--- config.mk ---
export PLATFORM = sky130hd
export DESIGN_NAME = clink_rx_fifo
export DESIGN_NICKNAME = d
export VERILOG_FILES = /design/src/clink_rx_pkg.sv /design/src/clink_rx_fifo.sv
export SDC_FILE = /design/constraint.sdc
export NUM_CORES = 1
export LEC_CHECK = 0
export BUFFER_PORTS_ARGS = -buffer_cell sky130_fd_sc_hd__buf_2
export CORE_MARGIN = 5
export CORE_UTILIZATION = 59
export DETAILED_ROUTE_END_ITERATION = 10
export PLACE_DENSITY = 0.93
export SYNTH_ARGS = -nofsm -noshare
export SYNTH_HDL_FRONTEND = slang
export SYNTH_SLANG_ARGS = --single-unit
--- constraint.sdc ---
create_clock -name ioclk -period 5.05 [get_ports ioclk]
set_input_delay 0.7575 -clock ioclk [delete_from_list [all_inputs] [get_ports ioclk]]
set_output_delay 0.7575 -clock ioclk [all_outputs]
set_load 0.05 [all_outputs]
--- src/clink_rx_pkg.sv ---
/* Shared types and decode for the chiplet link receiver.
   Beats are 32 bits wide and carry 4 bytes. A packet holds at most 8 data bytes,
   so longer lengths are clamped to two data beats. */
package clink_rx_pkg;

   //######################################
   // Widths
   //######################################
   localparam int CW         = 32;         // Command word
   localparam int AW         = 32;         // Address
   localparam int DW         = 64;         // Data payload
   localparam int IOW        = 32;         // Pad beat
   localparam int BEAT_BYTES = 4;          // Bytes per beat
   localparam int CRDT_W     = 16;         // Credit counters
   localparam int HDR_BEATS  = 3;          // cmd + dst + src
   localparam int DATA_BEATS = DW / IOW;   // Max data beats

   // Opcodes, reduced set
   localparam logic [3:0] OP_REQ_RD  = 4'd1;   // No data
   localparam logic [3:0] OP_REQ_WR  = 4'd2;   // With data
   localparam logic [3:0] OP_RESP_RD = 4'd3;   // With data
   localparam logic [3:0] OP_RESP_WR = 4'd4;   // No data
   localparam logic [3:0] OP_LINK    = 4'd15;  // Command word only

   // Link credit codes, carried in the length field
   localparam logic [7:0] CRDT_CODE_REQ  = 8'h01;
   localparam logic [7:0] CRDT_CODE_RESP = 8'h11;

   //######################################
   // Types
   //######################################
   typedef enum logic [1:0] {CLS_NONE, CLS_REQ, CLS_RESP, CLS_LINK} cmd_class_e;

   typedef logic [IOW-1:0] beat_t;
   typedef logic [2:0]     bcnt_t;       // Beat count, up to 5

   // Command word fields; ext holds the credit value on link packets
   typedef struct packed {
      logic [15:0] ext;
      logic [7:0]  len;                  // Length or credit code
      logic        rsvd;
      logic [2:0]  size;
      logic [3:0]  opcode;
   } cmd_t;

   typedef struct packed {
      logic [CW-1:0] cmd;
      logic [AW-1:0] dstaddr;
      logic [AW-1:0] srcaddr;
      logic [DW-1:0] data;
   } umi_pkt_t;

   typedef struct packed {
      logic        valid;
      logic [7:0]  code;
      logic [15:0] value;
   } link_crdt_t;

   //######################################
   // Decode
   //######################################
   function automatic cmd_class_e pkt_class(input logic [3:0] opcode);
      case (opcode)
         OP_REQ_RD, OP_REQ_WR:   return CLS_REQ;
         OP_RESP_RD, OP_RESP_WR: return CLS_RESP;
         OP_LINK:                return CLS_LINK;
         default:                return CLS_NONE;  // Dropped by framer
      endcase
   endfunction

   function automatic bcnt_t pkt_beats(input cmd_t cmd);
      logic [15:0] nbytes;
      logic [15:0] dbeats;
      nbytes = ({8'h00, cmd.len} + 16'd1) << cmd.size;
      dbeats = (nbytes + 16'(BEAT_BYTES - 1)) >> $clog2(BEAT_BYTES);  // Round up
      if (dbeats > 16'(DATA_BEATS))
         dbeats = 16'(DATA_BEATS);
      case (cmd.opcode)
         OP_LINK:                return bcnt_t'(1);
         OP_REQ_RD, OP_RESP_WR:  return bcnt_t'(HDR_BEATS);
         OP_REQ_WR, OP_RESP_RD:  return bcnt_t'(HDR_BEATS) + dbeats[2:0];
         default:                return bcnt_t'(1);
      endcase
   endfunction

endpackage

--- src/clink_rx_fifo.sv ---
/* Synchronous beat queue. Head is visible combinationally on rd_beat.
   Writes when full and reads when empty are ignored. */
`timescale 1ns/100ps
module clink_rx_fifo
   #(parameter int DEPTH = 4)
   (input  logic                ioclk,
    input  logic                ionreset,
    input  logic                wr_en,
    input  logic                rd_en,
    input  clink_rx_pkg::beat_t wr_beat,
    output clink_rx_pkg::beat_t rd_beat,
    output logic                empty,
    output logic                full
   );
   import clink_rx_pkg::*;

   localparam int PTR_W = (DEPTH > 1) ? $clog2(DEPTH) : 1;
   localparam int CNT_W = $clog2(DEPTH + 1);

   beat_t            mem [DEPTH];
   logic [PTR_W-1:0] wr_ptr;
   logic [PTR_W-1:0] rd_ptr;
   logic [CNT_W-1:0] count;    // Occupancy
   logic             wr_ok;
   logic             rd_ok;

   assign wr_ok = wr_en & ~full;
   assign rd_ok = rd_en & ~empty;

   always_ff @(posedge ioclk)
   begin
      if (wr_ok)
         mem[wr_ptr] <= wr_beat;
   end

   // Pointers wrap at DEPTH, need not be a power of two
   always_ff @(posedge ioclk or negedge ionreset)
   begin
      if (!ionreset)
      begin
         wr_ptr <= '0;
         rd_ptr <= '0;
         count  <= '0;
      end
      else
      begin
         if (wr_ok)
            wr_ptr <= (wr_ptr == PTR_W'(DEPTH - 1)) ? '0 : wr_ptr + PTR_W'(1);
         if (rd_ok)
            rd_ptr <= (rd_ptr == PTR_W'(DEPTH - 1)) ? '0 : rd_ptr + PTR_W'(1);
         count <= count + CNT_W'(wr_ok) - CNT_W'(rd_ok);
      end
   end

   assign rd_beat = mem[rd_ptr];
   assign empty   = (count == '0);
   assign full    = (count == CNT_W'(DEPTH));

endmodule

==> qor.yml <==
slew_viol_final: 0
ant_nets: 0
ctsResizeCount: 0
crit_type: "flop to primary output"
syn_area_um2: 5109
synth-seq-cells: 135
met1_usage: 0.2009
vias_per_cell: 5.516
clock_power_share: 0.304
die_height_um: 103.1
grt_use_total: 0.1685
start_util: 0.5945
async_reset_ff_frac: 0.05185
seq_power_share: 0.380
max_stage_delay_ns: 1.10
end_kind: "primary output"
swShare: 0.3563
clock-root-buffer: "clkbuf_8"
fin_nets: 331
slew_headroom: 0.2560
power_density_nw_per_um2: 718.5
worst_slew_pin_slew_ns: 1.116
die-width_um: 103.1
final_cells: 407
gr-usage-met2: 0.2866
reg2reg_depth: 9
fp.coreArea_um2: 8593
fin_hold_ws_ns: 0.09324
status: "finished, final reports clean"
pin_count: 70
crit_path_top_delay_cell: "dfrtp_2"
min_path_type: "input port to asynchronous set/reset pin"
dp_cells: 376
cp-start-kind: "flop"
setup_violations: 0
synth_cell_type_count: 23
yosysWarningCount: 0
grt.busiest_layer: "met2"
path_max_fanout: 35
syn_area_per_cell_um2: 24.68
crit_arrival_ns: 2.50
vias: 2245
grt_pass1_wl_um: 12540
worstPathCellList: "mux4_1 > buf_2"
gp_congestion: 0.7015
drt-total-wl_um: 8236
grt_max_degree: 36
cts_sinks: 135
drive_gt1_frac: 0.4649
grt_remaining_overflow: 0
p_leak_uw: 0.002207
timing.fmax_mhz: 306.6
cts_max_level: 4
dp_hpwl_um: 4919
grt_util_met3: 0.05886
cts_hold_buf: 0
yosysSeqAreaShare: 0.7867
placed_cell_area_um2: 5507
antennaDiodeCount: 0
cts_tree: "built"
post-route-min-period_ns: 3.261
comb_power_share: 0.316
layout_commonest_cell: "edfxtp_1"
num_rows: 34
drc: 0
p_int_uw: 2852
p_switching_uw: 1579
finalHoldViolations: 0
rsz0062_at_grt: "no"
wl_per_cell_um: 20.24
portBuffers: 69
finalCritPeriodShare: 0.6458
clkLatencyLatePin_ns: 0.50
first_iter_violations: 95
ir_drop_uv: 460.0
final_cell_mix: "edfxtp_1 (128), buf_2 (69), mux4_2 (28)"
cts_max_path_buffers: 2
ys.flop_type: "edfxtp_1"
skew_ns: 0.006846
die-area_um2: 10620
area_delta_synth_final_pct: 20.72
syn_inst: 207
syn_nets: 251
post_cts_buffers: 0
synth-edff-count: 128
clk_pin_slew_ns: 0.06
cts-buffers-inserted: 17
finish.instance_area_um2: 6167
grt_pass1_vias: 2376
drv_cap: 0
finalSetupTns_ns: 0
drt_first_pass_iters: 4
antenna_found_initial: 1
critPathRequiredTime_ns: 4.29
## registers in the layout, indices dropped and copies added (netlist names)
name,flops
mem,128
count,3
rd_ptr,2
wr_ptr,2
## power by group through the flow
| stage | registers (uW) | logic, uW | clock network, uW |
|---|---|---|---|
| 2_1_floorplan | 1550 | 1300 | 0 |
| 3_3_place_gp | 1690 | 1390 | 0 |
| 3_5_place_dp | 1710 | 1420 | 0 |
| 4_1_cts | 1690 | 1420 | 1370 |
| 5_1_grt | 1720 | 1470 | 1430 |
| 6_report | 1680 | 1400 | 1350 |
## metrics by stage
stage | setup slack [ns] | power [uW] | utilization
2_1_floorplan | 1.957 | 2854 | -
4_1_cts | 1.691 | 4481 | 0.7177
6_report | 1.789 | 4431 | 0.7177
3_5_place_dp | 2.234 | 3127 | 0.6408
5_1_grt | 1.610 | 4619 | 0.7177
3_3_place_gp | 2.268 | 3083 | 0.6408
## worst max-delay path, delay by kind of cell (launching register included)
| family | cells | cell delay [ns] |
|---|---|---|
| buf+inv | 1 | 0.23 |
| mux | 1 | 0.67 |
| flops | 1 | 1.10 |
## cells in the mapped netlist (2+ instances only)
| cell | n | share of area |
|---|---|---|
| inv_1 | 7 | 0.0051 |
| mux4_2 | 28 | 0.12 |
| edfxtp_1 | 128 | 0.75 |
| dfrtp_1 | 7 | 0.034 |
| buf_12 | 3 | 0.012 |
| buf_2 | 3 | 0.0029 |
| and2_1 | 4 | 0.0049 |
| mux2_2 | 2 | 0.0044 |
| mux4_1 | 4 | 0.021 |
| nor2_1 | 2 | 0.0015 |
| ha_1 | 7 | 0.017 |
## final timing paths
check	to	slack, ns	from
setup / recovery	rd_beat[1]	1.79	rd_ptr[0]
hold / removal	wr_ptr[1]	0.09	ionreset
setup reg to reg	count[2]	2.81	count[2]
hold reg to reg	count[2]	0.50	count[2]
max in group asynchronous	rd_ptr[0]	4.77	ionreset
min in group ioclk	mem[0][14]	0.47	wr_beat[14]
## per-layer routing
metal / wire (um) / vias to the layer above / part of all wire
li1: - / 1026 / -
met1: 3256 / 1143 / 0.40
met2: 4429 / 60 / 0.54
met3: 428 / 14 / 0.052
met4: 108 / 2 / 0.013
met5: 11 / - / 0.0013
## final cells by class
type / instances / area (um2)
clock buffers: 17 / 414.1
clock inverters: 14 / 246.5
fillers: 518 / 2426
inverters: 7 / 26.28
multi-input cells: 57 / 978.4
flip-flops and latches: 135 / 4021
well taps: 108 / 135.1
repair buffers: 69 / 345.3
## cells by family (layout without fill, tap and decap cells)
group                    count (synthesis)  in the layout  share of synthesized area
adder cells (fa/ha/maj)                  8              8                    0.02106
AND/OR/NAND/NOR                         11             11                    0.01347
flip-flops                             135            135                     0.7867
AO/OA/AOI/OAI                            1              1                   0.001225
buffers and inverters                   15            107                    0.02278
XOR/XNOR                                 2              2                   0.003429
multiplexers                            35             35                     0.1514
(Power assumes the default switching activity.)
