--- src/clink_rx_pkg.sv ---
/* Shared types and decode for the chiplet link receiver.
   Beats are 32 bits wide and carry 4 bytes. A packet holds at most 8 data bytes,
   so longer lengths are clamped to two data beats. */
package clink_rx_pkg;

   //######################################
   // Widths
   //######################################
   localparam int CW         = 32;         // Command word
   localparam int AW         = 32;         // Address
   localparam int DW         = 64;         // Data payload
   localparam int IOW        = 32;         // Pad beat
   localparam int BEAT_BYTES = 4;          // Bytes per beat
   localparam int CRDT_W     = 16;         // Credit counters
   localparam int HDR_BEATS  = 3;          // cmd + dst + src
   localparam int DATA_BEATS = DW / IOW;   // Max data beats

   // Opcodes, reduced set
   localparam logic [3:0] OP_REQ_RD  = 4'd1;   // No data
   localparam logic [3:0] OP_REQ_WR  = 4'd2;   // With data
   localparam logic [3:0] OP_RESP_RD = 4'd3;   // With data
   localparam logic [3:0] OP_RESP_WR = 4'd4;   // No data
   localparam logic [3:0] OP_LINK    = 4'd15;  // Command word only

   // Link credit codes, carried in the length field
   localparam logic [7:0] CRDT_CODE_REQ  = 8'h01;
   localparam logic [7:0] CRDT_CODE_RESP = 8'h11;

   //######################################
   // Types
   //######################################
   typedef enum logic [1:0] {CLS_NONE, CLS_REQ, CLS_RESP, CLS_LINK} cmd_class_e;

   typedef logic [IOW-1:0] beat_t;
   typedef logic [2:0]     bcnt_t;       // Beat count, up to 5

   // Command word fields; ext holds the credit value on link packets
   typedef struct packed {
      logic [15:0] ext;
      logic [7:0]  len;                  // Length or credit code
      logic        rsvd;
      logic [2:0]  size;
      logic [3:0]  opcode;
   } cmd_t;

   typedef struct packed {
      logic [CW-1:0] cmd;
      logic [AW-1:0] dstaddr;
      logic [AW-1:0] srcaddr;
      logic [DW-1:0] data;
   } umi_pkt_t;

   typedef struct packed {
      logic        valid;
      logic [7:0]  code;
      logic [15:0] value;
   } link_crdt_t;

   //######################################
   // Decode
   //######################################
   function automatic cmd_class_e pkt_class(input logic [3:0] opcode);
      case (opcode)
         OP_REQ_RD, OP_REQ_WR:   return CLS_REQ;
         OP_RESP_RD, OP_RESP_WR: return CLS_RESP;
         OP_LINK:                return CLS_LINK;
         default:                return CLS_NONE;  // Dropped by framer
      endcase
   endfunction

   function automatic bcnt_t pkt_beats(input cmd_t cmd);
      logic [15:0] nbytes;
      logic [15:0] dbeats;
      nbytes = ({8'h00, cmd.len} + 16'd1) << cmd.size;
      dbeats = (nbytes + 16'(BEAT_BYTES - 1)) >> $clog2(BEAT_BYTES);  // Round up
      if (dbeats > 16'(DATA_BEATS))
         dbeats = 16'(DATA_BEATS);
      case (cmd.opcode)
         OP_LINK:                return bcnt_t'(1);
         OP_REQ_RD, OP_RESP_WR:  return bcnt_t'(HDR_BEATS);
         OP_REQ_WR, OP_RESP_RD:  return bcnt_t'(HDR_BEATS) + dbeats[2:0];
         default:                return bcnt_t'(1);
      endcase
   endfunction

endpackage

--- src/clink_rx_credits.sv ---
/* Local and remote credit tracking. Local counters load their start value
   while csr_en is low. Remote values are taken only from the two known codes. */
`timescale 1ns/100ps
module clink_rx_credits
   (input  logic                            ioclk,
    input  logic                            ionreset,
    input  logic                            csr_en,
    input  logic [clink_rx_pkg::CRDT_W-1:0] csr_crdt_req_init,
    input  logic [clink_rx_pkg::CRDT_W-1:0] csr_crdt_resp_init,
    input  logic                            req_pop,
    input  logic                            resp_pop,
    input  clink_rx_pkg::link_crdt_t        link_crdt,
    output logic [clink_rx_pkg::CRDT_W-1:0] loc_crdt_req,
    output logic [clink_rx_pkg::CRDT_W-1:0] loc_crdt_resp,
    output logic [clink_rx_pkg::CRDT_W-1:0] rmt_crdt_req,
    output logic [clink_rx_pkg::CRDT_W-1:0] rmt_crdt_resp
   );
   import clink_rx_pkg::*;

   //######################################
   // Local credits, one per drained beat
   //######################################
   always_ff @(posedge ioclk or negedge ionreset)
   begin
      if (!ionreset)
      begin
         loc_crdt_req  <= '0;
         loc_crdt_resp <= '0;
      end
      else if (!csr_en)
      begin
         loc_crdt_req  <= csr_crdt_req_init;    // Link disabled
         loc_crdt_resp <= csr_crdt_resp_init;
      end
      else
      begin
         if (req_pop)
            loc_crdt_req  <= loc_crdt_req + CRDT_W'(1);
         if (resp_pop)
            loc_crdt_resp <= loc_crdt_resp + CRDT_W'(1);
      end
   end

   //######################################
   // Remote credits from link packets
   //######################################
   always_ff @(posedge ioclk or negedge ionreset)
   begin
      if (!ionreset)
      begin
         rmt_crdt_req  <= '0;
         rmt_crdt_resp <= '0;
      end
      else if (link_crdt.valid)
      begin
         if (link_crdt.code == CRDT_CODE_REQ)
            rmt_crdt_req  <= link_crdt.value;
         if (link_crdt.code == CRDT_CODE_RESP)
            rmt_crdt_resp <= link_crdt.value;   // Other codes fall through
      end
   end

endmodule

--- config.mk ---
export PLATFORM = sky130hd
export DESIGN_NAME = clink_rx_credits
export DESIGN_NICKNAME = d
export VERILOG_FILES = /design/src/clink_rx_pkg.sv /design/src/clink_rx_credits.sv
export SDC_FILE = /design/constraint.sdc
export NUM_CORES = 1
export LEC_CHECK = 0
export BUFFER_PORTS_ARGS = -buffer_cell sky130_fd_sc_hd__buf_2
export CELL_PAD_IN_SITES_DETAIL_PLACEMENT = 0
export CELL_PAD_IN_SITES_GLOBAL_PLACEMENT = 1
export CORE_AREA = 2 2 92 94
export DETAILED_ROUTE_END_ITERATION = 7
export DIE_AREA = 0 0 94 96
export PLACE_DENSITY_LB_ADDON = 0.1
export RECOVER_POWER = 50
export SLEW_MARGIN = 20
export SYNTH_ARGS = -nofsm -noshare
export SYNTH_HDL_FRONTEND = slang
export SYNTH_SLANG_ARGS = --single-unit
--- constraint.sdc ---
create_clock -name ioclk -period 2.45 [get_ports ioclk]
set_input_delay 0.3675 -clock ioclk [delete_from_list [all_inputs] [get_ports ioclk]]
set_output_delay 0.3675 -clock ioclk [all_outputs]
set_load 0.01 [all_outputs]
==> results.json <==
{
  "global_route.usage.total_pct": 16.1,
  "synth_seq_area_share_pct": 52.2,
  "layout_worst_path_cycle_share_pct": 69.3,
  "cts_resized": 0,
  "violations_in_the_final_reports": "max-capacitance violations, max-slew violations",
  "pre_cts_slack_ns": 0.539,
  "r2r.worst_path.cells": 5,
  "remaining_drc_errors": 0,
  "max-clock-path-buffers": 2,
  "wl_per_cell_um": 13.8,
  "clkTransAtPathRegs_ns": 0.07,
  "data_required_critical_path_ns": 2.60,
  "critical_register_to_register_path_startpoint": "loc_crdt_resp[0]$_DFFE_PN0P_",
  "num_vias": 2464,
  "starting_density_of_the_core_pct": 38.1,
  "antenna_diode_count": 0,
  "ant_nets": 0,
  "synth_async_sr_flop_share_pct": 100,
  "core_area_sq_um": 8050,
  "min_delay_path_depth": 2,
  "fin_nets": 458,
  "cts-buffers-inserted": 9,
  "rsz_0062_raised_after_global_routing": "false",
  "largest_stage_delay_on_the_critical_path_ns": 0.46,
  "min_to": "loc_crdt_resp[14]$_DFFE_PN0P_",
  "average_instance_area_after_synthesis_sq_um": 11.4,
  "synthDistinctLibCells": 34,
  "dp_hpwl_mm": 5.07,
  "synthesis.area_sq_um": 3070,
  "maxCapViolCount": 1,
  "synthToLayoutAreaGrowth_pct": 29.1,
  "gpl.final_weighted_congestion": 0.741,
  "tightestPinTransition_ns": 1.57,
  "drv_slew": 27,
  "postCtsSetupBuffers": 0,
  "post_layout_nonfiller_instances": 504,
  "placed_cells_incl_taps": 488,
  "hold_class": "in -> reg",
  "number_of_global_route_vias_before_repair": 2393,
  "yosys_warnings": 0,
  "setup_tns_ns": 0,
  "root_buffer": "sky130_fd_sc_hd__clkbuf_8",
  "path_delay_family": "simple AND/OR/NAND/NOR gates",
  "vdd_drop_max_mv": 0.305,
  "cts.sink_count": 64,
  "p_per_area_nw_per_um2": 666,
  "num_io_pins": 126,
  "worst_hold_slack_ns": 0.261,
  "critPathArrivalTime_ns": 1.85,
  "crit_path_end_kind": "register",
  "regToRegEndpoint": "loc_crdt_resp[12]$_DFFE_PN0P_",
  "critical_path.n_buffers_inverters": 0,
  "drtIter0Drc": 81,
  "period_minus_slack_ns": 1.70,
  "overflow": 0,
  "first_pass_grt_wire_length_mm": 11.3,
  "postSynthRegisterBits": 64,
  "relSlewSlack_pct": -4.73,
  "rows": 33,
  "placement.io_buffers": 125,
  "max_freq_ghz": 0.589,
  "synthTopCellsByArea": "sky130_fd_sc_hd__dfrtp_1 (52%), sky130_fd_sc_hd__mux2_4 (9.8%), sky130_fd_sc_hd__a21oi_1 (4.6%)",
  "synth_area_leader_cell": "sky130_fd_sc_hd__dfrtp_1",
  "clk-insertion-delay-late_ns": 0.33,
  "synth_fp_nets": 334,
  "worst_setup_path_startpoint": "loc_crdt_resp[0]$_DFFE_PN0P_",
  "leakage_uw": 0.00190,
  "final_critical_path_setup_slack_ns": 0.751,
  "die-area_sq_um": 9020,
  "synthesis.instances": 270,
  "synth-edff-count": 0,
  "detail_route.vias_per_cell": 4.89,
  "cts_tree": "built",
  "final_setup_violating_endpoints": 0,
  "result_of_the_run": "finished, violations left",
  "clock_skew_ns": 0.00667,
  "die_height_um": 96,
  "critical_path_cell_list": "ha_1 -> nand3_1 -> nor4_1 -> xnor2_1 -> a21oi_1",
  "die_x_um": 94,
  "final_hold_viol_count": 0,
  "maximum_number_of_pins_on_one_net_before_global_route_repair": 39,
  "worst-path-max-fanout": 6,
  "r2r_setup_slack_ns": 0.75,
  "grt_antenna_before_repair": 0,
  "crit_path_start_kind": "register",
  "synth.top_cell.area_share_pct": 52.2,
  "first_pass_iteration_count_of_the_detailed_router": 4,
  "holdCritStartpoint": "csr_crdt_resp_init[14]",
  "dominantRegCellSynth": "sky130_fd_sc_hd__dfrtp_1",
  "layout-drive-gt1-share_pct": 37.8,
  "drt_wl_total_mm": 6.94,
  "timing_worst_setup_path_type": "reg -> reg",
  "htree_num_levels": 3,
  "cts_hold_repair.buffers": 0,
  "critical-path-slowest-cell": "sky130_fd_sc_hd__dfrtp_1"
}
-- state kept, by name, summed over array words and instances (netlist names) --
signal         flops
loc_crdt_req      16
loc_crdt_resp     16
rmt_crdt_req      16
rmt_crdt_resp     16
-- synthesized netlist by cell type, types with 2 or more instances --
library cell	n
sky130_fd_sc_hd__buf_2	3
sky130_fd_sc_hd__and3_1	3
sky130_fd_sc_hd__buf_4	2
sky130_fd_sc_hd__xnor2_1	12
sky130_fd_sc_hd__nand3_1	9
sky130_fd_sc_hd__inv_1	3
sky130_fd_sc_hd__clkbuf_1	6
sky130_fd_sc_hd__or3_1	3
sky130_fd_sc_hd__and4b_1	2
sky130_fd_sc_hd__mux2_4	20
sky130_fd_sc_hd__mux2_2	12
sky130_fd_sc_hd__mux2i_1	2
sky130_fd_sc_hd__nor4_1	3
sky130_fd_sc_hd__o21ai_0	3
sky130_fd_sc_hd__ha_1	2
sky130_fd_sc_hd__nand2_1	9
sky130_fd_sc_hd__buf_6	2
sky130_fd_sc_hd__xor2_1	13
sky130_fd_sc_hd__a21oi_1	28
sky130_fd_sc_hd__dfrtp_1	64
sky130_fd_sc_hd__nor3_1	5
sky130_fd_sc_hd__a31oi_1	4
sky130_fd_sc_hd__and4_1	3
sky130_fd_sc_hd__nor2_1	36
sky130_fd_sc_hd__nand4_1	12
-- placed cells by master, fill, tap and decap left out, types with 2 or more instances in the layout --
cell                         netlist  final
sky130_fd_sc_hd__dfrtp_1          64     64
sky130_fd_sc_hd__nor2_1           36     36
sky130_fd_sc_hd__nand4_1          12     12
sky130_fd_sc_hd__mux2i_1           2      2
sky130_fd_sc_hd__buf_2             3     98
sky130_fd_sc_hd__a31oi_1           4      4
sky130_fd_sc_hd__o21ai_0           3      3
sky130_fd_sc_hd__mux2_4           20     20
sky130_fd_sc_hd__nand2_1           9      9
sky130_fd_sc_hd__clkbuf_1          6     28
sky130_fd_sc_hd__ha_1              2      2
sky130_fd_sc_hd__or3_1             3      3
sky130_fd_sc_hd__buf_12            1      2
sky130_fd_sc_hd__and4b_1           2      2
sky130_fd_sc_hd__clkbuf_8          0      9
sky130_fd_sc_hd__xor2_1           13     13
sky130_fd_sc_hd__and4_1            3      3
sky130_fd_sc_hd__mux2_2           12     12
sky130_fd_sc_hd__nor4_1            3      3
sky130_fd_sc_hd__nand3_1           9      9
sky130_fd_sc_hd__nor3_1            5      5
sky130_fd_sc_hd__xnor2_1          12     12
sky130_fd_sc_hd__clkinvlp_4        0      2
sky130_fd_sc_hd__inv_1             3      3
sky130_fd_sc_hd__a21oi_1          28     28
sky130_fd_sc_hd__and3_1            3      3
sky130_fd_sc_hd__bufinv_16         0      2
-- power breakdown --
group,internal (uW),switching [uW],leakage [uW],total (uW)
logic,197,214,0.000995,411
registers,1140,91.5,0.000799,1230
clock network,578,419,0.000103,998
total,1910,725,0.00190,2640
-- metal layers --
layer / wire length, um / GRT usage, % / vias up
met1: 3060 / 20.6 / 1186
met3: 528 / 5.09 / 5
met5: 0 / 0 / -
li1: - / - / 1198
met2: 3290 / 25.2 / 75
met4: 63 / 6.88 / 0
-- worst register-to-register path, stage by stage (launching register included) --
cell and delay [ns]:
sky130_fd_sc_hd__dfrtp_1 0.46, sky130_fd_sc_hd__ha_1 0.27, sky130_fd_sc_hd__nand3_1 0.19, sky130_fd_sc_hd__nor4_1 0.37, sky130_fd_sc_hd__xnor2_1 0.16, sky130_fd_sc_hd__a21oi_1 0.08
-- metrics by stage --
stage                     util, %  total power, uW  instance area, sq um
after floorplan                 -             1470                  3070
after CTS                    49.6             2700                  3990
after detailed placement     46.9             1670                  3770
final                        49.2             2640                  3960
after global placement       46.9             1670                  3770
after global routing         49.2             2790                  3960
-- cells by family after synthesis --
| group | after synthesis | share of synthesized area (%) |
|---|---|---|
| adder cells (fa/ha/maj) | 2 | 0.816 |
| AO/OA/AOI/OAI | 37 | 6.45 |
| XOR/XNOR | 25 | 7.14 |
| AND/OR/NAND/NOR | 90 | 14.9 |
| buffers and inverters | 18 | 3.59 |
| flip-flops | 64 | 52.2 |
| multiplexers | 34 | 14.9 |
-- how the worst max path moves through the flow --
stage / slack, ns / end / cells after the start
after floorplan: 0.79 / rmt_crdt_req[10]$_DFFE_PN0P_ / 6
after global placement: 0.58 / rmt_crdt_req[15]$_DFFE_PN0P_ / 6
after detailed placement: 0.54 / rmt_crdt_req[2]$_DFFE_PN0P_ / 6
after CTS: 0.78 / loc_crdt_resp[12]$_DFFE_PN0P_ / 5
after global routing: 0.61 / loc_crdt_resp[13]$_DFFE_PN0P_ / 4
final: 0.75 / loc_crdt_resp[12]$_DFFE_PN0P_ / 5
-- cell type report --
cell class	count	area (sq um)
clock inverters	6	92.6
flip-flops and latches	64	1600
well taps	105	131
clock buffers	10	128
repair buffers	128	639
inverters	3	11.3
fillers	810	4090
multi-input cells	188	1360
Power figures use the tool's default switching activity.
