**src/clink_rx_pkg.sv**
```systemverilog
/* Shared types and decode for the chiplet link receiver.
   Beats are 32 bits wide and carry 4 bytes. A packet holds at most 8 data bytes,
   so longer lengths are clamped to two data beats. */
package clink_rx_pkg;

   //######################################
   // Widths
   //######################################
   localparam int CW         = 32;         // Command word
   localparam int AW         = 32;         // Address
   localparam int DW         = 64;         // Data payload
   localparam int IOW        = 32;         // Pad beat
   localparam int BEAT_BYTES = 4;          // Bytes per beat
   localparam int CRDT_W     = 16;         // Credit counters
   localparam int HDR_BEATS  = 3;          // cmd + dst + src
   localparam int DATA_BEATS = DW / IOW;   // Max data beats

   // Opcodes, reduced set
   localparam logic [3:0] OP_REQ_RD  = 4'd1;   // No data
   localparam logic [3:0] OP_REQ_WR  = 4'd2;   // With data
   localparam logic [3:0] OP_RESP_RD = 4'd3;   // With data
   localparam logic [3:0] OP_RESP_WR = 4'd4;   // No data
   localparam logic [3:0] OP_LINK    = 4'd15;  // Command word only

   // Link credit codes, carried in the length field
   localparam logic [7:0] CRDT_CODE_REQ  = 8'h01;
   localparam logic [7:0] CRDT_CODE_RESP = 8'h11;

   //######################################
   // Types
   //######################################
   typedef enum logic [1:0] {CLS_NONE, CLS_REQ, CLS_RESP, CLS_LINK} cmd_class_e;

   typedef logic [IOW-1:0] beat_t;
   typedef logic [2:0]     bcnt_t;       // Beat count, up to 5

   // Command word fields; ext holds the credit value on link packets
   typedef struct packed {
      logic [15:0] ext;
      logic [7:0]  len;                  // Length or credit code
      logic        rsvd;
      logic [2:0]  size;
      logic [3:0]  opcode;
   } cmd_t;

   typedef struct packed {
      logic [CW-1:0] cmd;
      logic [AW-1:0] dstaddr;
      logic [AW-1:0] srcaddr;
      logic [DW-1:0] data;
   } umi_pkt_t;

   typedef struct packed {
      logic        valid;
      logic [7:0]  code;
      logic [15:0] value;
   } link_crdt_t;

   //######################################
   // Decode
   //######################################
   function automatic cmd_class_e pkt_class(input logic [3:0] opcode);
      case (opcode)
         OP_REQ_RD, OP_REQ_WR:   return CLS_REQ;
         OP_RESP_RD, OP_RESP_WR: return CLS_RESP;
         OP_LINK:                return CLS_LINK;
         default:                return CLS_NONE;  // Dropped by framer
      endcase
   endfunction

   function automatic bcnt_t pkt_beats(input cmd_t cmd);
      logic [15:0] nbytes;
      logic [15:0] dbeats;
      nbytes = ({8'h00, cmd.len} + 16'd1) << cmd.size;
      dbeats = (nbytes + 16'(BEAT_BYTES - 1)) >> $clog2(BEAT_BYTES);  // Round up
      if (dbeats > 16'(DATA_BEATS))
         dbeats = 16'(DATA_BEATS);
      case (cmd.opcode)
         OP_LINK:                return bcnt_t'(1);
         OP_REQ_RD, OP_RESP_WR:  return bcnt_t'(HDR_BEATS);
         OP_REQ_WR, OP_RESP_RD:  return bcnt_t'(HDR_BEATS) + dbeats[2:0];
         default:                return bcnt_t'(1);
      endcase
   endfunction

endpackage

```
**src/clink_rx_framer.sv**
```systemverilog
/* Pad sampling and packet framing. Rising edge only, no back-pressure:
   the sender keeps within the credits. Unknown opcodes are taken as
   single-beat packets and dropped. */
`timescale 1ns/100ps
module clink_rx_framer
   (input  logic                ioclk,
    input  logic                ionreset,
    input  logic                rx_valid,
    input  clink_rx_pkg::beat_t rx_data,
    output logic                wr_req,
    output logic                wr_resp,
    output logic                wr_link,
    output clink_rx_pkg::beat_t wr_beat
   );
   import clink_rx_pkg::*;

   logic       rx_valid_q;   // Sampled valid
   beat_t      rx_data_q;    // Sampled beat
   bcnt_t      rem_q;        // Beats left after current one
   cmd_class_e cls_q;        // Class latched at packet start
   logic       sop;
   cmd_t       rx_cmd;
   cmd_class_e dec_cls;
   bcnt_t      dec_beats;
   cmd_class_e cur_cls;

   //######################################
   // Input sampling
   //######################################
   always_ff @(posedge ioclk or negedge ionreset)
   begin
      if (!ionreset)
         rx_valid_q <= 1'b0;
      else
         rx_valid_q <= rx_valid;
   end

   always_ff @(posedge ioclk)
   begin
      rx_data_q <= rx_data;   // Payload only
   end

   //######################################
   // Packet boundary tracking
   //######################################
   assign sop       = (rem_q == '0);          // Next valid beat is a command
   assign rx_cmd    = cmd_t'(rx_data_q);
   assign dec_cls   = pkt_class(rx_cmd.opcode);
   assign dec_beats = pkt_beats(rx_cmd);

   always_ff @(posedge ioclk or negedge ionreset)
   begin
      if (!ionreset)
      begin
         rem_q <= '0;
         cls_q <= CLS_NONE;
      end
      else if (rx_valid_q)
      begin
         if (sop)
         begin
            rem_q <= dec_beats - bcnt_t'(1);
            cls_q <= dec_cls;
         end
         else
            rem_q <= rem_q - bcnt_t'(1);   // Gaps in valid just pause the count
      end
   end

   // Command beat steers itself, the rest follow the latched class
   assign cur_cls = sop ? dec_cls : cls_q;

   //######################################
   // Queue write steering
   //######################################
   assign wr_req  = rx_valid_q & (cur_cls == CLS_REQ);
   assign wr_resp = rx_valid_q & (cur_cls == CLS_RESP);
   assign wr_link = rx_valid_q & (cur_cls == CLS_LINK);
   assign wr_beat = rx_data_q;   // Shared by all three queues

endmodule

```
**config.mk**
```make
export PLATFORM = sky130hd
export DESIGN_NAME = clink_rx_framer
export DESIGN_NICKNAME = d
export VERILOG_FILES = /design/src/clink_rx_pkg.sv /design/src/clink_rx_framer.sv
export SDC_FILE = /design/constraint.sdc
export NUM_CORES = 1
export LEC_CHECK = 0
export BUFFER_PORTS_ARGS = -buffer_cell sky130_fd_sc_hd__buf_2
export CAP_MARGIN = 40
export CORE_ASPECT_RATIO = 1.1
export CORE_MARGIN = 3
export CORE_UTILIZATION = 51
export DETAILED_ROUTE_END_ITERATION = 10
export PLACE_DENSITY_LB_ADDON = 0.3
export SLEW_MARGIN = 10
export SYNTH_ARGS = -nofsm -noshare
export SYNTH_HDL_FRONTEND = slang
export SYNTH_SLANG_ARGS = --single-unit
```
**constraint.sdc**
```tcl
create_clock -name ioclk -period 5.6 [get_ports ioclk]
set_input_delay 0.28 -clock ioclk [delete_from_list [all_inputs] [get_ports ioclk]]
set_output_delay 0.28 -clock ioclk [all_outputs]
set_load 0.01 [all_outputs]
```
==> results.yml, run 1 <==
outcome:
  status: "complete, no violations"
worst_setup_path:
  r2r_slack_ns: 1.91
  required_ns: 5.85
  crit_fanout: 11
  crit_end: "rem_q[2]"
  rr_worst_depth: 17
  reg2reg_from: "wr_beat[8]"
  cp.arrival_ns: 3.93
  startpoint_type: "register"
  critPathKind: "reg2reg"
  regToRegEndpoint: "rem_q[2]"
  cp-startpoint: "wr_beat[8]"
  crit_path_end_kind: "register"
routing:
  drt_first_iter_violations: 117
  via_per_inst: 5.78
  wl_per_cell_um: 14.2
  antenna_left: 0
  firstDrtPassIters: 4
  wirelength_um: 4110
  vias: 1670
  drcViolationCount: 0
synthesis:
  ys.flop_type: "dfxtp_1"
  syn_avg_cell_area_sq_um: 9.31
  synth_area_sq_um: 1710
  synthCells: 184
  yosys_warnings: 0
  synthArstFlopShare_pct: 15.8
  synth_edf_count: 0
  syn-num-nets: 222
  yosysSeqAreaShare_pct: 46.2
  synth_seq_cells: 38
  synth.distinct_cells: 52
global_routing:
  grt_pass1_wl_um: 6820
  grt_pass1_vias: 1623
  grt_max_degree: 22
  antenna_found_initial: 0
  track_usage_pct: 22.3
  grt-ovfl-total: 0
timing:
  period_share_pct: 65.8
  period_needed_ns: 3.69
  rsz0062_at_grt: "false"
  setup-violations-final: 0
  skew_ns: 0.0127
  finalHoldViolCount: 0
  timing.fmax_mhz: 271
  slew_headroom_pct: 57.6
  worstMarginPinSlew_ns: 0.635
  drv_slew: 0
  finalSetupTns_ns: 0
place:
  numPortBuffers: 69
  dp_hpwl_um: 3140
  gp_congestion: 0.880
clocking:
  numCtsBuffers: 5
  path_clk_slew_ns: 0.12
  cts_tree: "done"
  cts-root-buf: "clkbuf_4"
  cts_buffer_depth: 2
  clkLatencyLatePin_ns: 0.34
  post_cts_buffers: 0
  htreeDepth: 2
  clkSinkCount: 38
cells_and_area:
  final_cell_mix: "69 x buf_2, 32 x dfxtp_1, 14 x nand2_1"
  drive_gt1_share_pct: 35.3
  diodes: 0
  nFillCells: 237
  area_delta_synth_final_pct: 27.6
  final_common_cell: "buf_2"
  nets: 292
power_and_ir_drop:
  switching_share_pct: 28.7
  p_int_uw: 512
  p_seq_share_pct: 46.3
  p_comb_share_pct: 22.9
  ir_worst_vdd_mv: 0.220
  power.density_nw_per_um2: 328
  leakage_nw: 1.01
  clockPowerShare_pct: 30.8
  power_uw: 717
  switchingPower_uw: 206
floorplanning:
  initial_core_util_pct: 54.8
  coreArea_sq_um: 3130
  rows: 21
  die-area_sq_um: 4090
  die_h_um: 66.8
  io_pins: 70
  die_x_um: 61.3
job:
  max-cap-violations: 0
min_path:
  hold_start: "rx_data[1]"
  worstHoldPathType: "in2reg"
## metrics by stage
stage	cells	util [%]	hold WS, ns	cell area, sq um	worst slack [ns]
finish	289	69.9	0.0272	2190	1.91
floorplan	184	-	-0.0156	1710	2.26
CTS	289	69.9	0.0168	2190	1.91
global route	289	69.9	0.0119	2190	1.60
global placement	280	66.2	0.112	2070	2.08
detailed placement	280	66.2	0.114	2070	1.97
## state kept, by name, indices dropped and copies added (netlist names)
register    count
wr_beat        32
cls_q           2
rx_valid_q      1
rem_q           3
## cells in the mapped netlist, types with 2 or more instances
cell type | count | area (sq um)
nand2_1 | 14 | 52.6
nor3_1 | 11 | 55.1
a211o_1 | 2 | 17.5
o211a_1 | 2 | 20.0
or3_1 | 4 | 25.0
nor2_1 | 13 | 48.8
dfrtp_1 | 6 | 150
nand4_1 | 2 | 12.5
o22ai_1 | 2 | 12.5
mux2i_1 | 4 | 40.0
nand3_1 | 8 | 40.0
inv_1 | 5 | 18.8
xnor2_1 | 2 | 17.5
xor2_1 | 2 | 17.5
o21ai_0 | 12 | 60.1
a31oi_1 | 6 | 37.5
or2_2 | 3 | 18.8
o21ai_1 | 2 | 10.0
and3_1 | 2 | 12.5
nor4_1 | 2 | 12.5
o21a_1 | 2 | 15.0
a21oi_1 | 5 | 25.0
dfxtp_1 | 32 | 641
a22oi_1 | 2 | 15.0
clkbuf_1 | 3 | 11.3
buf_2 | 4 | 20.0
and2_1 | 2 | 12.5
ha_1 | 3 | 37.5
nor2b_1 | 4 | 25.0
## power by group through the flow
stage	combinational (mW)	sequential, mW	clock [mW]
floorplan	0.114	0.334	0
global route	0.192	0.339	0.235
CTS	0.166	0.332	0.226
detailed placement	0.163	0.338	0
finish	0.164	0.332	0.221
global placement	0.160	0.337	0
## worst min path at each step
stage,endpoint,cells past startpoint
final,wr_beat[1],1
after global placement,rem_q[2],1
after detailed placement,rem_q[2],1
after CTS,wr_beat[6],1
after floorplan,cls_q[0],0
after global routing,wr_beat[1],1
## logic make-up after synthesis
kind of cell | share of synthesized area [%]
and+or+nand+nor | 21.8
adders and majority gates | 2.19
DFF | 46.2
AOI/OAI and AO/OA | 21.0
muxes | 3.65
buffers and inverters | 3.14
xor gates and xnor gates | 2.05
## repair_timing
item | in CTS | in global routing
hold buffers | 1 | 0
hold endpoints to repair | 6 | 0
gates resized for setup | 0 | 0
## area by class of cell
class | instances | area (sq um) | area share (%)
Multi-Input combinational cell | 133 | 868 | 39.7
Sequential cell | 38 | 791 | 36.2
Timing Repair Buffer | 70 | 355 | 16.3
Clock buffer | 7 | 76.3 | 3.49
Tap cell | 34 | 42.5 | 1.95
Clock inverter | 1 | 30.0 | 1.37
Inverter | 6 | 22.5 | 1.03
## worst max-delay path: stages, from the launching register on
cell,delay (ns)
dfxtp_1,0.50
ha_1,0.29
nand2_2,0.09
o21a_1,0.23
or3_1,0.38
a2111oi_2,0.38
o221ai_1,0.20
a21oi_2,0.19
nand4_2,0.15
ha_1,0.32
nor2_1,0.11
nand2_1,0.06
o21ai_0,0.08
a21oi_1,0.09
ha_1,0.20
nand3b_1,0.08
o21ai_0,0.08
a22o_1,0.17
## metal layers
metal | track usage [%] | up-vias | part of all wire [%]
met4 | 9.21 | 0 | 1.7
met1 | 26.9 | 765 | 41
met2 | 34.3 | 78 | 47
met5 | 0 | - | 0
met3 | 9.69 | 8 | 11
li1 | - | 819 | -
Power figures use the tool's default switching activity.
==> run 2, diff against run 1 <==
--- a/config.mk
+++ b/config.mk
@@ -9,7 +9,7 @@
 export CAP_MARGIN = 40
 export CORE_ASPECT_RATIO = 1.1
 export CORE_MARGIN = 3
-export CORE_UTILIZATION = 51
+export CORE_UTILIZATION = 43
 export DETAILED_ROUTE_END_ITERATION = 10
 export PLACE_DENSITY_LB_ADDON = 0.3
 export SLEW_MARGIN = 10
==> constraint.sdc (replaced) <==
create_clock -name ioclk -period 3 [get_ports ioclk]
set_input_delay 0.15 -clock ioclk [delete_from_list [all_inputs] [get_ports ioclk]]
set_output_delay 0.15 -clock ioclk [all_outputs]
set_load 0.01 [all_outputs]
==> run 2 against run 1 <==
Compared with the run above:
- the flow now finishes with violations (setup timing)
- sequential cell count unchanged
- combinational power increased to 2.8 times the previous value
- setup slack worse by 2.4 ns
- non-clock buffer count increased by 67
- global-route usage increased by 7.3 points
- clock-buffer cell count grew 1
- sequential share of layout area fell by 9.1 points
- hold slack gained 0.19 ns
- via count grew 31%
- cell area is 36% higher
==> results.yml, run 2 (same netlist as run 1, synthesis figures left out) <==
clocking:
  cts_tree: "done"
  htreeDepth: 2
  cts-root-buf: "clkbuf_8"
  clkSinkCount: 38
  path_clk_slew_ns: 0.08
  cts_buffer_depth: 2
  numCtsBuffers: 5
  clkLatencyLatePin_ns: 0.29
worst_setup_path:
  critPathKind: "reg2reg"
  crit_fanout: 5
  r2r_slack_ns: -0.51
  cp.arrival_ns: 3.69
  reg2reg_from: "wr_beat[8]"
  startpoint_type: "register"
  regToRegEndpoint: "rem_q[2]"
  crit_path_end_kind: "register"
  required_ns: 3.18
  rr_worst_depth: 17
timing:
  slew_headroom_pct: 55.4
  drv_slew: 0
  timing.fmax_mhz: 285
  period_needed_ns: 3.51
  period_share_pct: 117
  worstMarginPinSlew_ns: 0.664
  finalSetupTns_ns: -0.875
  setup-violations-final: 2
  fin_ws_ns: -0.509
  rsz0062_at_grt: "true"
  finalHoldViolCount: 0
  skew_ns: 0.00189
min_path:
  worstHoldPathType: "in2async"
cells_and_area:
  regArea_sq_um: 806
  largest_reg_flops: 32
  drive_gt1_share_pct: 46.0
  area_delta_synth_final_pct: 73.7
  final_cell_mix: "69 x buf_2, 34 x dlygate4sd3_1, 34 x buf_4"
  nets: 359
  fin_util_pct: 79.5
  final_common_cell: "buf_2"
  nFillCells: 192
  multi_input_area_sq_um: 1010
  diodes: 0
floorplanning:
  rows: 23
  coreArea_sq_um: 3740
  initial_core_util_pct: 45.8
  io_pins: 70
  die_h_um: 72.2
  die-area_sq_um: 4780
  die_x_um: 66.2
global_routing:
  grt-ovfl-total: 0
  track_usage_pct: 29.7
  grt_pass1_wl_um: 10800
  grt_max_degree: 15
  antenna_found_initial: 0
  grt_pass1_vias: 2123
routing:
  firstDrtPassIters: 6
  antenna_left: 0
  wirelength_um: 7240
  via_per_inst: 5.88
  drt_first_iter_violations: 241
  wl_per_cell_um: 19.5
  vias: 2189
  drcViolationCount: 0
place:
  gp_congestion: 0.906
  place_ws_ns: -0.196
  dp_hpwl_um: 3490
  numPortBuffers: 69
power_and_ir_drop:
  ir_worst_vdd_mv: 0.470
  power.density_nw_per_um2: 524
  leakage_nw: 1.34
  power_mw: 1.56
outcome:
  status: "complete, but fails checks"
  failed_checks: "setup timing"
job:
  max-cap-violations: 0
## run 2: changes by cell type in the layout (fill, tap and decap cells not counted), sizes merged
cell	before	now
clkbuf	7	8
dlygate4sd3	1	34
buf	69	103
bufinv	1	0
## run 2: layer usage
metal	part of all wire (%)	global-route usage, %	vias to the layer above	wire length [um]
met5	0	0	-	0
met4	3.8	15.3	0	272
met3	11	9.60	37	828
met2	49	46.7	211	3510
met1	36	36.0	985	2620
li1	-	-	956	-
## run 2: critical path, stage by stage, from the launching register on
cell,delay [ns]
dfxtp_4,0.38
buf_4,0.12
nand3_2,0.13
o21ai_1,0.22
buf_4,0.18
nand3_1,0.17
a2111oi_4,0.41
o221ai_1,0.23
a21oi_2,0.24
nand4_2,0.18
ha_4,0.32
nor2_2,0.03
nand2_1,0.07
o21ai_1,0.07
a21oi_1,0.15
ha_2,0.21
nand2_1,0.05
a22o_1,0.23
## run 2: final cells by class
cell class / count / area share, %
Clock buffer: 8 / 4.46
Inverter: 6 / 0.757
Sequential cell: 38 / 27.1
Multi-Input combinational cell: 133 / 34.0
Tap cell: 50 / 2.10
Timing Repair Buffer: 137 / 31.6
## run 2: through the flow
| stage | instance area [sq um] | hold WS, ns | instances |
|---|---|---|---|
| 4_1_cts | 2840 | 0.205 | 368 |
| 3_3_place_gp | 2340 | -0.0189 | 325 |
| 6_report | 2980 | 0.217 | 372 |
| 5_1_grt | 2980 | 0.221 | 372 |
| 3_5_place_dp | 2340 | -0.0175 | 325 |
| 2_1_floorplan | 1760 | -0.146 | 184 |
## run 2: how the worst max path moves through the flow
stage / start / end / slack [ns] / cells after the start
6_report: wr_beat[8] / rem_q[2] / -0.51 / 17
2_1_floorplan: wr_beat[9] / rem_q[2] / -0.07 / 17
4_1_cts: wr_beat[9] / rem_q[2] / -0.16 / 17
3_3_place_gp: wr_beat[8] / rem_q[2] / -0.10 / 17
5_1_grt: wr_beat[8] / rem_q[2] / -0.60 / 18
3_5_place_dp: wr_beat[8] / rem_q[2] / -0.20 / 17
## run 2: repair_timing
action                                 in CTS  in global routing
endpoints found under the hold margin      39                  0
buffers inserted                            1                  4
setup endpoints to repair                   2                  2
gates resized for setup                     6                 19
pin swaps                                   0                  7
hold buffers                               34                  0
## run 2: power by group
| part | switching [mW] | internal, mW | total (mW) | leakage, nW |
|---|---|---|---|---|
| combinational | 0.233 | 0.223 | 0.457 | 0.928 |
| sequential | 0.0595 | 0.561 | 0.621 | 0.345 |
| clock | 0.194 | 0.288 | 0.482 | 0.0678 |
| total | 0.487 | 1.07 | 1.56 | 1.34 |
